## config.mk

```make
export PLATFORM = sky130hd
export DESIGN_NAME = ooo_core
export DESIGN_NICKNAME = d
export VERILOG_FILES = /design/src/hdl/ooo_pkg.sv /design/src/hdl/ooo_ifs.sv /design/src/hdl/rename_unit.sv /design/src/hdl/rs_entry.sv /design/src/hdl/issue_alu.sv /design/src/hdl/rob.sv /design/src/hdl/ooo_core.sv
export VERILOG_INCLUDE_DIRS = /design/src /design/src/hdl
export SDC_FILE = /design/constraint.sdc
export NUM_CORES = 1
export LEC_CHECK = 0
export BUFFER_PORTS_ARGS = -buffer_cell sky130_fd_sc_hd__buf_4
export CORE_MARGIN = 5
export CORE_UTILIZATION = 45
export CTS_CLUSTER_SIZE = 20
export DETAILED_ROUTE_END_ITERATION = 10
export MAX_ROUTING_LAYER = met4
export PLACE_DENSITY = 0.67
export SLEW_MARGIN = 20
export SYNTH_ARGS = -nofsm -noshare
export SYNTH_HDL_FRONTEND = slang
export SYNTH_SLANG_ARGS = --single-unit
```

## constraint.sdc

```tcl
create_clock -name clk -period 6.39 [get_ports clk]
set_input_delay 0.639 -clock clk [delete_from_list [all_inputs] [get_ports clk]]
set_output_delay 0.639 -clock clk [all_outputs]
set_load 0.005 [all_outputs]
```

## src/hdl/ooo_macros.svh

```systemverilog
`ifndef OOO_MACROS_SVH
`define OOO_MACROS_SVH

//==========================================================
// datapath widths
//==========================================================
`define OOO_WORD_W		16	// register and bus data
`define OOO_INSTR_W		16	// one instruction word

//==========================================================
// storage sizes
//==========================================================
`define OOO_AREG_NUM	8	// architectural registers
`define OOO_AREG_W		3

`define OOO_ROB_DEPTH	8	// reorder buffer slots
`define OOO_ROB_W		3	// tag width, a tag is a rob index

`define OOO_RS_NUM		4	// reservation station entries

`endif

```

## src/hdl/ooo_pkg.sv

```systemverilog
package ooo_pkg;

	`include "ooo_macros.svh"

	// opcode field, instr[15:13]
	typedef enum logic [2:0] {
		OP_ADD,
		OP_SUB,
		OP_AND,
		OP_OR,
		OP_XOR,
		OP_ADDI,	// a + zero-extended imm
		OP_SHL,
		OP_SHR
	} alu_op_e;

	// entry life cycle
	typedef enum logic [1:0] {
		RS_FREE,
		RS_WAIT,	// at least one operand missing
		RS_READY	// both captured, asks for issue
	} rs_state_e;

	typedef logic [`OOO_AREG_W-1:0]	areg_t;
	typedef logic [`OOO_ROB_W-1:0]	rob_tag_t;
	typedef logic [`OOO_WORD_W-1:0]	word_t;

	// common data bus, one result per cycle
	typedef struct packed {
		logic		valid;
		rob_tag_t	tag;
		word_t		value;
	} cdb_t;

	// what an entry hands to the alu
	typedef struct packed {
		alu_op_e	op;
		rob_tag_t	dest;
		word_t		val_a;
		word_t		val_b;
	} rs_issue_t;

	// source operand, value when rdy else tag to wait for
	typedef struct packed {
		logic		rdy;
		rob_tag_t	tag;
		word_t		value;
	} operand_t;

endpackage: ooo_pkg

```

## src/hdl/ooo_ifs.sv

```systemverilog
`timescale 1ns/10ps
`include "ooo_macros.svh"

//==========================================================
// rename -> reservation stations
//==========================================================
interface dispatch_if;
	import ooo_pkg::*;

	logic [`OOO_RS_NUM-1:0]	alloc_onehot;	// zero when nothing dispatched
	alu_op_e				op;
	rob_tag_t				dest;			// rob tail of the new instr
	operand_t				opa;
	operand_t				opb;			// holds imm for addi

	modport rename (
		output alloc_onehot, op, dest, opa, opb
	);

	modport entry (
		input alloc_onehot, op, dest, opa, opb
	);

endinterface: dispatch_if

//==========================================================
// rename <-> reorder buffer
//==========================================================
interface rob_if;
	import ooo_pkg::*;

	logic		alloc_en;
	areg_t		alloc_areg;
	rob_tag_t	rda_tag, rdb_tag;	// operand read ports
	rob_tag_t	tail;
	logic		full;
	logic		rda_done, rdb_done;
	word_t		rda_val, rdb_val;
	logic		retire_vld;			// one pulse per retired instr
	rob_tag_t	retire_tag;
	areg_t		retire_areg;
	word_t		retire_val;

	modport rename (
		output alloc_en, alloc_areg, rda_tag, rdb_tag,
		input  tail, full, rda_done, rda_val, rdb_done, rdb_val,
		input  retire_vld, retire_tag, retire_areg, retire_val
	);

	modport rob (
		input  alloc_en, alloc_areg, rda_tag, rdb_tag,
		output tail, full, rda_done, rda_val, rdb_done, rdb_val,
		output retire_vld, retire_tag, retire_areg, retire_val
	);

endinterface: rob_if

```

## src/hdl/rename_unit.sv

```systemverilog
`timescale 1ns/10ps
`include "ooo_macros.svh"

module rename_unit (
	input  logic					clk,
	input  logic					rst_n_i,
	input  logic					wb_cyc_i,
	input  logic					wb_stb_i,
	input  ooo_pkg::word_t			wb_dat_i,
	output logic					wb_ack_o,
	input  logic [`OOO_RS_NUM-1:0]	rs_busy_i,
	input  ooo_pkg::cdb_t			cdb_i,
	dispatch_if.rename				disp,
	rob_if.rename					robp
);
	import ooo_pkg::*;

	alu_op_e				dec_op;
	areg_t					dec_dest, dec_srca, dec_srcb;
	logic [3:0]				dec_imm;
	logic [`OOO_RS_NUM-1:0]	free_onehot;
	logic					any_free;
	logic					accept;
	logic					ack_q;
	operand_t				opa, opb;

	word_t					arf [`OOO_AREG_NUM];		// committed state
	logic [`OOO_AREG_NUM-1:0]	map_vld;				// reg has an in-flight producer
	rob_tag_t				map_tag [`OOO_AREG_NUM];

	// value source priority: arf, rob, bus, else wait on tag
	function automatic operand_t lookup(input logic mapped, input rob_tag_t tag,
			input word_t arf_val, input logic rob_done, input word_t rob_val,
			input cdb_t cdb);
		operand_t res;
		res.tag = tag;
		if (!mapped) begin
			res.rdy   = 1'b1;
			res.value = arf_val;
		end else if (rob_done) begin
			res.rdy   = 1'b1;
			res.value = rob_val;
		end else if (cdb.valid && cdb.tag == tag) begin
			res.rdy   = 1'b1;	// result on the bus right now
			res.value = cdb.value;
		end else begin
			res.rdy   = 1'b0;
			res.value = '0;
		end
		return res;
	endfunction

	//==========================================================
	// decode
	//==========================================================
	assign dec_op   = alu_op_e'(wb_dat_i[15:13]);
	assign dec_dest = wb_dat_i[12:10];
	assign dec_srca = wb_dat_i[9:7];
	assign dec_srcb = wb_dat_i[6:4];
	assign dec_imm  = wb_dat_i[3:0];

	// lowest free entry wins
	always_comb begin
		free_onehot = '0;
		for (int i = `OOO_RS_NUM-1; i >= 0; i--) begin
			if (!rs_busy_i[i]) begin
				free_onehot    = '0;
				free_onehot[i] = 1'b1;
			end
		end
	end

	assign any_free = ~&rs_busy_i;
	// ~ack_q keeps a held word from being taken twice
	assign accept   = wb_cyc_i & wb_stb_i & ~ack_q & any_free & ~robp.full;
	assign wb_ack_o = ack_q;

	//==========================================================
	// operand lookup
	//==========================================================
	assign robp.rda_tag = map_tag[dec_srca];
	assign robp.rdb_tag = map_tag[dec_srcb];

	always_comb begin
		opa = lookup(map_vld[dec_srca], map_tag[dec_srca], arf[dec_srca],
				robp.rda_done, robp.rda_val, cdb_i);
		if (dec_op == OP_ADDI) begin
			opb.rdy   = 1'b1;
			opb.tag   = '0;
			opb.value = word_t'(dec_imm);	// zero extend
		end else begin
			opb = lookup(map_vld[dec_srcb], map_tag[dec_srcb], arf[dec_srcb],
					robp.rdb_done, robp.rdb_val, cdb_i);
		end
	end

	assign disp.alloc_onehot = accept ? free_onehot : '0;
	assign disp.op           = dec_op;
	assign disp.dest         = robp.tail;
	assign disp.opa          = opa;
	assign disp.opb          = opb;

	assign robp.alloc_en     = accept;
	assign robp.alloc_areg   = dec_dest;

	//==========================================================
	// map table and arch regs
	//==========================================================
	always_ff @(posedge clk) begin
		if (!rst_n_i) begin
			ack_q   <= 1'b0;
			map_vld <= '0;
			for (int r = 0; r < `OOO_AREG_NUM; r++) begin
				arf[r]     <= '0;
				map_tag[r] <= '0;
			end
		end else begin
			ack_q <= accept;
			if (robp.retire_vld) begin
				arf[robp.retire_areg] <= robp.retire_val;
				// keep the mapping if a younger producer took the reg
				if (map_tag[robp.retire_areg] == robp.retire_tag)
					map_vld[robp.retire_areg] <= 1'b0;
			end
			if (accept) begin	// new producer overrides a retire clear
				map_vld[dec_dest] <= 1'b1;
				map_tag[dec_dest] <= robp.tail;
			end
		end
	end

endmodule: rename_unit

```

## src/hdl/rs_entry.sv

```systemverilog
`timescale 1ns/10ps

module rs_entry (
	input  logic				clk,
	input  logic				rst_n_i,
	dispatch_if.entry			disp,
	input  logic				entry_sel_i,	// this entry's alloc bit
	input  ooo_pkg::cdb_t		cdb_i,
	input  logic				grant_i,
	output logic				busy_o,
	output logic				ready_o,
	output ooo_pkg::rs_issue_t	issue_o
);
	import ooo_pkg::*;

	rs_state_e	state_q, state_d;
	alu_op_e	op_q;
	rob_tag_t	dest_q;
	operand_t	opa_q, opb_q;
	logic		hit_a, hit_b;

	// tag match on the bus, only while waiting
	assign hit_a = (state_q == RS_WAIT) && cdb_i.valid && !opa_q.rdy && (cdb_i.tag == opa_q.tag);
	assign hit_b = (state_q == RS_WAIT) && cdb_i.valid && !opb_q.rdy && (cdb_i.tag == opb_q.tag);

	always_comb begin
		state_d = state_q;
		case (state_q)
			RS_FREE: begin
				if (entry_sel_i)
					state_d = (disp.opa.rdy && disp.opb.rdy) ? RS_READY : RS_WAIT;
			end
			RS_WAIT: begin
				if ((opa_q.rdy || hit_a) && (opb_q.rdy || hit_b))
					state_d = RS_READY;
			end
			RS_READY: begin
				if (grant_i)
					state_d = RS_FREE;	// free again at next edge
			end
			default: state_d = RS_FREE;
		endcase
	end

	always_ff @(posedge clk) begin
		if (!rst_n_i)
			state_q <= RS_FREE;
		else
			state_q <= state_d;
	end

	// payload, loaded on alloc then patched from the bus
	always_ff @(posedge clk) begin
		if (entry_sel_i) begin
			op_q   <= disp.op;
			dest_q <= disp.dest;
			opa_q  <= disp.opa;
			opb_q  <= disp.opb;
		end else begin
			if (hit_a) begin
				opa_q.rdy   <= 1'b1;
				opa_q.value <= cdb_i.value;
			end
			if (hit_b) begin
				opb_q.rdy   <= 1'b1;
				opb_q.value <= cdb_i.value;
			end
		end
	end

	assign busy_o  = (state_q != RS_FREE);
	assign ready_o = (state_q == RS_READY);
	assign issue_o = '{op: op_q, dest: dest_q, val_a: opa_q.value, val_b: opb_q.value};

endmodule: rs_entry

```

## src/hdl/issue_alu.sv

```systemverilog
`timescale 1ns/10ps
`include "ooo_macros.svh"

module issue_alu (
	input  logic									clk,
	input  logic									rst_n_i,
	input  logic [`OOO_RS_NUM-1:0]					rs_ready_i,
	input  ooo_pkg::rs_issue_t [`OOO_RS_NUM-1:0]	rs_issue_i,
	output logic [`OOO_RS_NUM-1:0]					grant_o,
	output ooo_pkg::cdb_t							cdb_o
);
	import ooo_pkg::*;

	rs_issue_t	sel;
	word_t		result;
	logic		cdb_vld_q;
	rob_tag_t	cdb_tag_q;
	word_t		cdb_val_q;

	//==========================================================
	// select, lowest ready index
	//==========================================================
	always_comb begin
		grant_o = '0;
		sel     = rs_issue_i[0];
		for (int i = `OOO_RS_NUM-1; i >= 0; i--) begin
			if (rs_ready_i[i]) begin
				grant_o    = '0;
				grant_o[i] = 1'b1;
				sel        = rs_issue_i[i];
			end
		end
	end

	//==========================================================
	// execute
	//==========================================================
	always_comb begin
		case (sel.op)
			OP_ADD:  result = sel.val_a + sel.val_b;	// wraps at 16 bits
			OP_SUB:  result = sel.val_a - sel.val_b;
			OP_AND:  result = sel.val_a & sel.val_b;
			OP_OR:   result = sel.val_a | sel.val_b;
			OP_XOR:  result = sel.val_a ^ sel.val_b;
			OP_ADDI: result = sel.val_a + sel.val_b;	// b already holds imm
			OP_SHL:  result = sel.val_a << sel.val_b[3:0];
			OP_SHR:  result = sel.val_a >> sel.val_b[3:0];
			default: result = '0;
		endcase
	end

	// result broadcast one cycle after grant
	always_ff @(posedge clk) begin
		if (!rst_n_i)
			cdb_vld_q <= 1'b0;
		else
			cdb_vld_q <= |rs_ready_i;
	end

	always_ff @(posedge clk) begin
		cdb_tag_q <= sel.dest;
		cdb_val_q <= result;
	end

	assign cdb_o = '{valid: cdb_vld_q, tag: cdb_tag_q, value: cdb_val_q};

endmodule: issue_alu

```

## src/hdl/rob.sv

```systemverilog
`timescale 1ns/10ps
`include "ooo_macros.svh"

module rob (
	input  logic			clk,
	input  logic			rst_n_i,
	rob_if.rob				robp,
	input  ooo_pkg::cdb_t	cdb_i
);
	import ooo_pkg::*;

	rob_tag_t					head, tail;
	logic [`OOO_ROB_W:0]		count;		// one extra bit to tell full from empty
	logic [`OOO_ROB_DEPTH-1:0]	done;
	logic						head_rdy;

	areg_t	slot_areg [`OOO_ROB_DEPTH];
	word_t	slot_val  [`OOO_ROB_DEPTH];

	logic		rtr_vld_q;
	rob_tag_t	rtr_tag_q;
	areg_t		rtr_areg_q;
	word_t		rtr_val_q;

	// oldest instr finished
	assign head_rdy = (count != '0) && done[head];

	//==========================================================
	// pointers and status
	//==========================================================
	always_ff @(posedge clk) begin
		if (!rst_n_i) begin
			head      <= '0;
			tail      <= '0;
			count     <= '0;
			done      <= '0;
			rtr_vld_q <= 1'b0;
		end else begin
			if (robp.alloc_en) begin
				tail       <= tail + 1'b1;	// wraps at depth
				done[tail] <= 1'b0;
			end
			if (cdb_i.valid)
				done[cdb_i.tag] <= 1'b1;
			if (head_rdy)
				head <= head + 1'b1;
			count <= count + (`OOO_ROB_W+1)'(robp.alloc_en)
					- (`OOO_ROB_W+1)'(head_rdy);
			rtr_vld_q <= head_rdy;
		end
	end

	// slot payload and the registered retire port
	always_ff @(posedge clk) begin
		if (robp.alloc_en)
			slot_areg[tail] <= robp.alloc_areg;
		if (cdb_i.valid)
			slot_val[cdb_i.tag] <= cdb_i.value;
		if (head_rdy) begin
			rtr_tag_q  <= head;
			rtr_areg_q <= slot_areg[head];
			rtr_val_q  <= slot_val[head];
		end
	end

	//==========================================================
	// outputs
	//==========================================================
	assign robp.tail = tail;
	assign robp.full = (count == (`OOO_ROB_W+1)'(`OOO_ROB_DEPTH));

	// done and value stay valid until the slot is reused
	assign robp.rda_done = done[robp.rda_tag];
	assign robp.rda_val  = slot_val[robp.rda_tag];
	assign robp.rdb_done = done[robp.rdb_tag];
	assign robp.rdb_val  = slot_val[robp.rdb_tag];

	assign robp.retire_vld  = rtr_vld_q;
	assign robp.retire_tag  = rtr_tag_q;
	assign robp.retire_areg = rtr_areg_q;
	assign robp.retire_val  = rtr_val_q;

endmodule: rob

```

## src/hdl/ooo_core.sv

```systemverilog
`timescale 1ns/10ps
`include "ooo_macros.svh"

module ooo_core (
	input  logic			clk,
	input  logic			rst_n_i,

	// wishbone classic slave, write only
	input  logic			wb_cyc_i,
	input  logic			wb_stb_i,
	input  ooo_pkg::word_t	wb_dat_i,
	output logic			wb_ack_o,

	// retire report
	output logic			retire_vld_o,
	output ooo_pkg::areg_t	retire_areg_o,
	output ooo_pkg::word_t	retire_val_o
);
	import ooo_pkg::*;

	dispatch_if	disp ();
	rob_if		robp ();

	cdb_t							cdb;
	logic [`OOO_RS_NUM-1:0]			rs_busy;
	logic [`OOO_RS_NUM-1:0]			rs_ready;
	logic [`OOO_RS_NUM-1:0]			rs_grant;
	rs_issue_t [`OOO_RS_NUM-1:0]	rs_issue;

	//==========================================================
	// rename and dispatch
	//==========================================================
	rename_unit rename_unit (
		.clk		(clk),
		.rst_n_i	(rst_n_i),
		.wb_cyc_i	(wb_cyc_i),
		.wb_stb_i	(wb_stb_i),
		.wb_dat_i	(wb_dat_i),
		.wb_ack_o	(wb_ack_o),
		.rs_busy_i	(rs_busy),
		.cdb_i		(cdb),		// forwarding during dispatch
		.disp		(disp),
		.robp		(robp)
	);

	//==========================================================
	// reservation stations
	//==========================================================
	for (genvar g = 0; g < `OOO_RS_NUM; g++) begin : g_rs
		rs_entry rs_entry (
			.clk			(clk),
			.rst_n_i		(rst_n_i),
			.disp			(disp),
			.entry_sel_i	(disp.alloc_onehot[g]),
			.cdb_i			(cdb),
			.grant_i		(rs_grant[g]),
			.busy_o			(rs_busy[g]),
			.ready_o		(rs_ready[g]),
			.issue_o		(rs_issue[g])
		);
	end

	//==========================================================
	// select, execute, broadcast
	//==========================================================
	issue_alu issue_alu (
		.clk		(clk),
		.rst_n_i	(rst_n_i),
		.rs_ready_i	(rs_ready),
		.rs_issue_i	(rs_issue),
		.grant_o	(rs_grant),
		.cdb_o		(cdb)
	);

	rob rob (
		.clk		(clk),
		.rst_n_i	(rst_n_i),
		.robp		(robp),
		.cdb_i		(cdb)
	);

	assign retire_vld_o  = robp.retire_vld;
	assign retire_areg_o = robp.retire_areg;
	assign retire_val_o  = robp.retire_val;

endmodule: ooo_core

```

---- Word level (Yosys, flattened, before mapping) ----
Memories as Yosys holds them, arrays and structs flattened. A register that Yosys moved wholly into a read port is not among the register bits.
Cells that the tools add are included.
word-level totals
  bits in registers ....................... 243
  memory bits (writable) .................. 304
  output and inout port bits .............. 21
  logic and storage cells ................. 320
  memories ................................ 4
cells by class
  $add $sub $neg .......................... 6
  magnitude comparators ................... 13
  equal/unequal tests ..................... 40
  shift operators ......................... 2
  muxes and demuxes ....................... 117
  bitwise logic cells ..................... 15
  reduce and logical (&&, ||, !) cells .... 76
memory list
  name                 depth  bits a word  read ports  clocked after memory_dff  write ports  line               text
  rename_unit.arf      8      16           2           0                         8            rename_unit.sv:27  word_t arf [`OOO_AREG_NUM];
  rob.slot_val         8      16           3           1                         1            rob.sv:18          word_t slot_val [`OOO_ROB_DEPTH];
  rename_unit.map_tag  8      3            3           0                         8            rename_unit.sv:29  rob_tag_t map_tag [`OOO_AREG_NUM];
  rob.slot_areg        8      3            1           1                         1            rob.sv:17          areg_t slot_areg [`OOO_ROB_DEPTH];
operators with widths
  cell                count
  $mux 16             23
  $mux 38             4
  $pmux 16 s7         1
  $mux 8              7
  $mux 1              43
  $lt 3x4->1 const B  9
  $mux 4              9
  $eq 3x3->1          11
  $logic_and 1x1->1   32
  $mux 2              13
  $pmux 2 s3          4
  $reduce_bool 2->1   12
  $mux 20             1
  $add 16x16->16      1
  $and 16x16->16      1
  $and 8x8->8         2
  $ne 2x2->1 const B  8
  $not 8->8           2
  $or 16x16->16       1
  $or 8x8->8          2
  $reduce_or 16->1    1
  $shl 16x4->16       1
  $shr 16x4->16       1
  $sub 16x16->16      1
  27 further kinds    79

---- Depth between registers and ports, before layout ----
  depth in word-level cells ............... 11
  gate-level depth with buffers ........... 22
  mapped depth without buffers ............ 19

---- Hierarchy ----
From an unflattened synthesis, not the netlist that was laid out.
second synthesis, totals
  cells, all modules ...................... 2722
  area, all modules ....................... 33166.8 µm²
by module, submodules not included
  module       instances  cells an instance  area each (µm²)
  rename_unit  1          783                9865.7
  rob          1          487                9710.6
  rs_entry     4          194                2222.1
  issue_alu    1          676                4702.0

---- Worst setup path before layout ----
OpenSTA, ideal clock, no wires.
  kind .................................... reg-to-reg
  start point ............................. reg g_rs[2].rs_entry.state_q[0]
  end point ............................... reg issue_alu.cdb_val_q[15]
  setup time .............................. 0.126 ns
  arrival ................................. 4.291 ns
  data required time ...................... 6.264 ns
  path slack .............................. 1.973 ns
  stages on the path, launching flop included .. 21
  buffers on the path ..................... 3
  cells stage by stage .................... dfxtp_1 nand2b_1 clkbuf_1 a311oi_1 a2bb2oi_1 buf_2 clkbuf_1 ha_1 nand3_1 o31ai_1 xnor2_1 ha_1 a2111oi_0 o211ai_1 nand2_1 o211ai_1 a21o_1 a21oi_1 o21ai_0 xnor2_1 a22oi_1
on the way
  longest elaborated chain between the ends .. 7
ends and longest elaborated chain
  what                                                                    line             text
  start: declaration                                                      rs_entry.sv:16   rs_state_e state_q, state_d;
  start signal: assignment                                                rs_entry.sv:49   state_q <= state_d;
  $eq 2x2->1 *                                                            rs_entry.sv:72   assign ready_o = (state_q == RS_READY);
  $mux 38 * (3 in series)                                                 issue_alu.sv:27  if (rs_ready_i[i]) begin
  parallel branches: the longest is 2 deep, another holds $add 16x16->16  n/a
  $pmux 16 s7 *                                                           issue_alu.sv:39  case (sel.op)
  named net issue_alu.result[15]                                          issue_alu.sv:15  word_t result;
  end signal: assignment                                                  issue_alu.sv:62  cdb_val_q <= result;
  end: declaration                                                        issue_alu.sv:18  word_t cdb_val_q;
Mark *: on every way through the listed nets, which the timed path passes.
A chain may end at the register's enable or synchronous reset.

---- Worst setup path in the final report ----
  start point ............................. reg g_rs[2].rs_entry.state_q[1]
  end point ............................... reg issue_alu.cdb_val_q[15]
Same word-level chain as after synthesis.

==> flow_metrics.py <==
metrics = {
    "drt": {
        "drtIter0Drc": 3127,
        "drt_wl_total_um": 97100,
        "drt.antenna.violating_nets": 0,
        "routed_wire_length_per_instance_um": 27.2,
        "drc": 0,
        "via_density_per_instance": 6.51,
        "detail_route.first_pass.iterations": 8,
        "detailroute.via_count": 23300,
    },
    "sta": {
        "final_clock_skew_ns": 0.0274,
        "finalSetupViolations": 0,
        "timing.hold.ws_ns": 0.218,
        "report.final.slew_viol_count": 0,
        "post-route-min-period_ns": 5.26,
        "hold_viol_final": 0,
        "slew_headroom_pct": 27.3,
        "setup_repair_after_global_routing_missed_its_margin": "false",
        "totalNegativeSetupSlack_ns": 0,
        "max_freq_mhz": 190,
        "tightestPinTransition_ns": 1.09,
        "period_share_pct": 82.2,
    },
    "worst_setup_path": {
        "data_arrival_critical_path_ns": 5.74,
        "worstPathRequired_ns": 6.87,
        "rrSetupSlack_ns": 1.13,
        "critical-path-max-stage-delay_ns": 0.59,
        "crit-reg2reg-launch": "g_rs[2].rs_entry.state_q[1]",
        "worstPathCellList": "buf_4 -> or3b_2 -> o311ai_0 -> a2bb2oi_2 -> inv_2 -> ha_1 -> nand3_1 -> o31ai_1 -> xnor2_1 -> ha_1 -> a2111oi_0 -> o211ai_1 -> nand2_1 -> o211ai_1 -> a21o_1 -> a21oi_1 -> o21ai_0 -> xnor2_1 -> a22oi_1",
        "critPathLaunchType": "register",
        "rr_worst_depth": 19,
        "crit_path_end_kind": "register",
        "critical_path.max_fanout": 29,
        "worst_path_max_delay_cell": "sky130_fd_sc_hd__dfxtp_1",
        "critical_path_class": "reg2reg",
        "worst_r2r_endpoint": "issue_alu.cdb_val_q[15]",
    },
    "grt": {
        "grt_start_max_net_pins": 65,
        "first_global_vias": 22700,
        "gr-usage-all-layers_pct": 26.3,
        "grt_antenna_before_repair": 2,
        "grt_pass1_wl_um": 146000,
        "globalRoute.totalOverflow": 0,
    },
    "clock_network": {
        "clock-root-buffer": "sky130_fd_sc_hd__clkbuf_16",
        "tritoncts_num_sinks": 566,
        "tritoncts": "yes",
        "clockBufferDepth": 3,
        "worstSkewPairLatency_ns": 0.64,
        "clkTransAtPathRegs_ns": 0.08,
        "post_cts_resize_count": 0,
        "h-tree-depth": 2,
        "cts-buffers-inserted": 60,
        "hold_buffers": 0,
        "cts.repair_timing.setup_buffer_count": 0,
    },
    "floorplan": {
        "floorplan.io_pins": 41,
        "dieWidth_um": 274,
        "core_box_area_sq_mm": 0.0689,
        "row_count": 96,
        "dieHeight_um": 274,
        "start_util_pct": 45.5,
        "dieArea_sq_mm": 0.0752,
    },
    "synthesis": {
        "synth_top_area_share_pct": 48.8,
        "synthDistinctLibCells": 77,
        "postSynth.topFlopCell": "sky130_fd_sc_hd__edfxtp_1",
        "sequential_area_share_after_synthesis_pct": 52.4,
        "synth.net_count": 2705,
        "synth.largest_area_cell": "sky130_fd_sc_hd__edfxtp_1",
        "synth_area_leaders": "sky130_fd_sc_hd__edfxtp_1 (49%), sky130_fd_sc_hd__mux4_2 (9.8%), sky130_fd_sc_hd__nand2_1 (4.1%)",
        "synthesis.area_per_instance_sq_um": 12.0,
        "synth_area_sq_mm": 0.0314,
        "synthCells": 2625,
        "postSynthRegisterBits": 566,
        "synth-async-reset-ratio_pct": 0,
        "ys.warnings.count": 0,
        "synth-edff-count": 510,
    },
    "status": {
        "status": "complete, no violations",
    },
    "worst_hold_path": {
        "timing.hold.worst_path_depth": 1,
        "startpoint_of_the_tightest_hold_check_path": "wb_dat_i[13]",
        "min_delay_worst_endpoint": "g_rs[1].rs_entry.op_q[0]",
        "worst_hold_path_class": "in2reg",
    },
    "job": {
        "max_cap_violations": 0,
    },
    "layout": {
        "nNetsFinal": 2678,
        "final_layout_size_suffix_gt1_share_pct": 16.5,
        "mostFrequentLayoutCell": "sky130_fd_sc_hd__edfxtp_1",
        "final_cell_count_no_fill": 3577,
        "layout.cells.most_common_list": "sky130_fd_sc_hd__edfxtp_1 (510), sky130_fd_sc_hd__nand2_1 (344), sky130_fd_sc_hd__and2_1 (142)",
        "areaGrowthSynthToFinish_pct": 10.4,
    },
    "placed_design": {
        "place.gp.congestion": 0.955,
        "portBuffers": 40,
        "place.detailed.instances": 3467,
        "place_hpwl_um": 64300,
    },
    "power_and_ir_drop": {
        "p_leak_nw": 12.6,
        "totalPowerFinal_mw": 10.6,
        "power_density_over_cell_area_mw_per_mm2": 305,
        "peakVddDrop_uv": 229,
    },
}
[worst max-delay path by stage]
stage | startpoint | endpoint | slack [ns] | cells past startpoint
floorplan | g_rs[2].rs_entry.state_q[0] | issue_alu.cdb_val_q[15] | 1.97 | 20
global placement | g_rs[2].rs_entry.state_q[1] | issue_alu.cdb_val_q[15] | 1.38 | 19
detailed placement | g_rs[2].rs_entry.state_q[1] | issue_alu.cdb_val_q[15] | 1.29 | 19
CTS | g_rs[2].rs_entry.state_q[1] | issue_alu.cdb_val_q[15] | 1.23 | 19
global route | g_rs[2].rs_entry.state_q[1] | issue_alu.cdb_val_q[15] | 0.70 | 19
finish | g_rs[2].rs_entry.state_q[1] | issue_alu.cdb_val_q[15] | 1.13 | 19
[metal layers]
| metal | routed length [um] | global-route usage [%] | up-vias |
|---|---|---|---|
| met3 | 9800 | 4.08 | 249 |
| met5 | 0 | - | - |
| met4 | 3670 | 8.85 | 0 |
| li1 | - | - | 10000 |
| met2 | 44400 | 40.0 | 1468 |
| met1 | 39200 | 36.4 | 11600 |
[worst max-delay path, delay by kind of cell, from the launching register on]
family | cells | cell delay, ns
AOI/OAI and AO/OA | 10 | 2.08
xor gates and xnor gates | 2 | 0.38
adders and majority gates | 2 | 0.63
buffers and inverters | 2 | 0.72
DFF | 1 | 0.59
and+or+nand+nor | 3 | 0.69
[state kept, by name, indices dropped and copies added, names as in the netlist, 4 cells and up]
register	cells
g_rs.rs_entry.opb_q	16
g_rs.rs_entry.dest_q	12
rob.count	4
rob.slot_areg	24
g_rs.rs_entry.opa_q	16
g_rs.rs_entry.op_q	12
issue_alu.cdb_val_q	16
rename_unit.map_vld	8
rename_unit.map_tag	24
g_rs.rs_entry.state_q	8
g_rs.rs_entry.issue_o	128
rename_unit.arf	128
rob.robp.retire_val	16
rob.done	8
rob.slot_val	128
[cell usage after synthesis (all sizes together), types with 22 or more instances]
library cell / count
a21oi: 94
ha: 58
mux4: 137
buf: 61
xnor2: 54
and3b: 22
a311oi: 35
and2: 143
edfxtp: 510
a211oi: 34
a22o: 68
nor2: 118
a2bb2oi: 22
inv: 58
mux2: 34
nand3: 25
o22ai: 22
nand2: 344
mux2i: 97
clkbuf: 143
dfxtp: 56
a31oi: 36
and3: 52
o21ai: 141
o211ai: 27
[layout make-up]
| class | count | area (sq um) |
|---|---|---|
| Multi-Input combinational cell | 1795 | 14100 |
| Inverter | 60 | 225 |
| Antenna cell | 1 | 2.50 |
| Tap cell | 931 | 1160 |
| Fill cell | 5900 | 34300 |
| Clock inverter | 27 | 220 |
| Clock buffer | 82 | 1640 |
| Sequential cell | 566 | 16400 |
| Timing Repair Buffer | 115 | 863 |
[stage by stage]
stage	util (%)	area, sq um	setup slack (ns)
global route	50.3	34700	0.696
detailed placement	47.6	32800	1.29
CTS	50.3	34600	1.23
finish	50.3	34700	1.13
global placement	47.5	32800	1.38
floorplan	-	31400	1.97
[logic make-up after synthesis]
kind of cell               Yosys count  share of synthesized area [%]
buffers and inverters              264                           3.41
adders and majority gates           60                           2.44
and+or+nand+nor                    794                           12.3
xor gates and xnor gates            68                           1.90
DFF                                566                           52.4
AOI/OAI and AO/OA                  605                           13.4
muxes                              268                           14.2
[report_power, final]
part | switching [mW] | leakage [nW] | internal [mW] | total [mW]
registers | 0.387 | 5.26 | 4.46 | 4.84
logic | 1.44 | 6.48 | 0.929 | 2.37
clock network | 1.47 | 0.904 | 1.90 | 3.37
total | 3.30 | 12.6 | 7.29 | 10.6
Power figures use the tool's default switching activity.
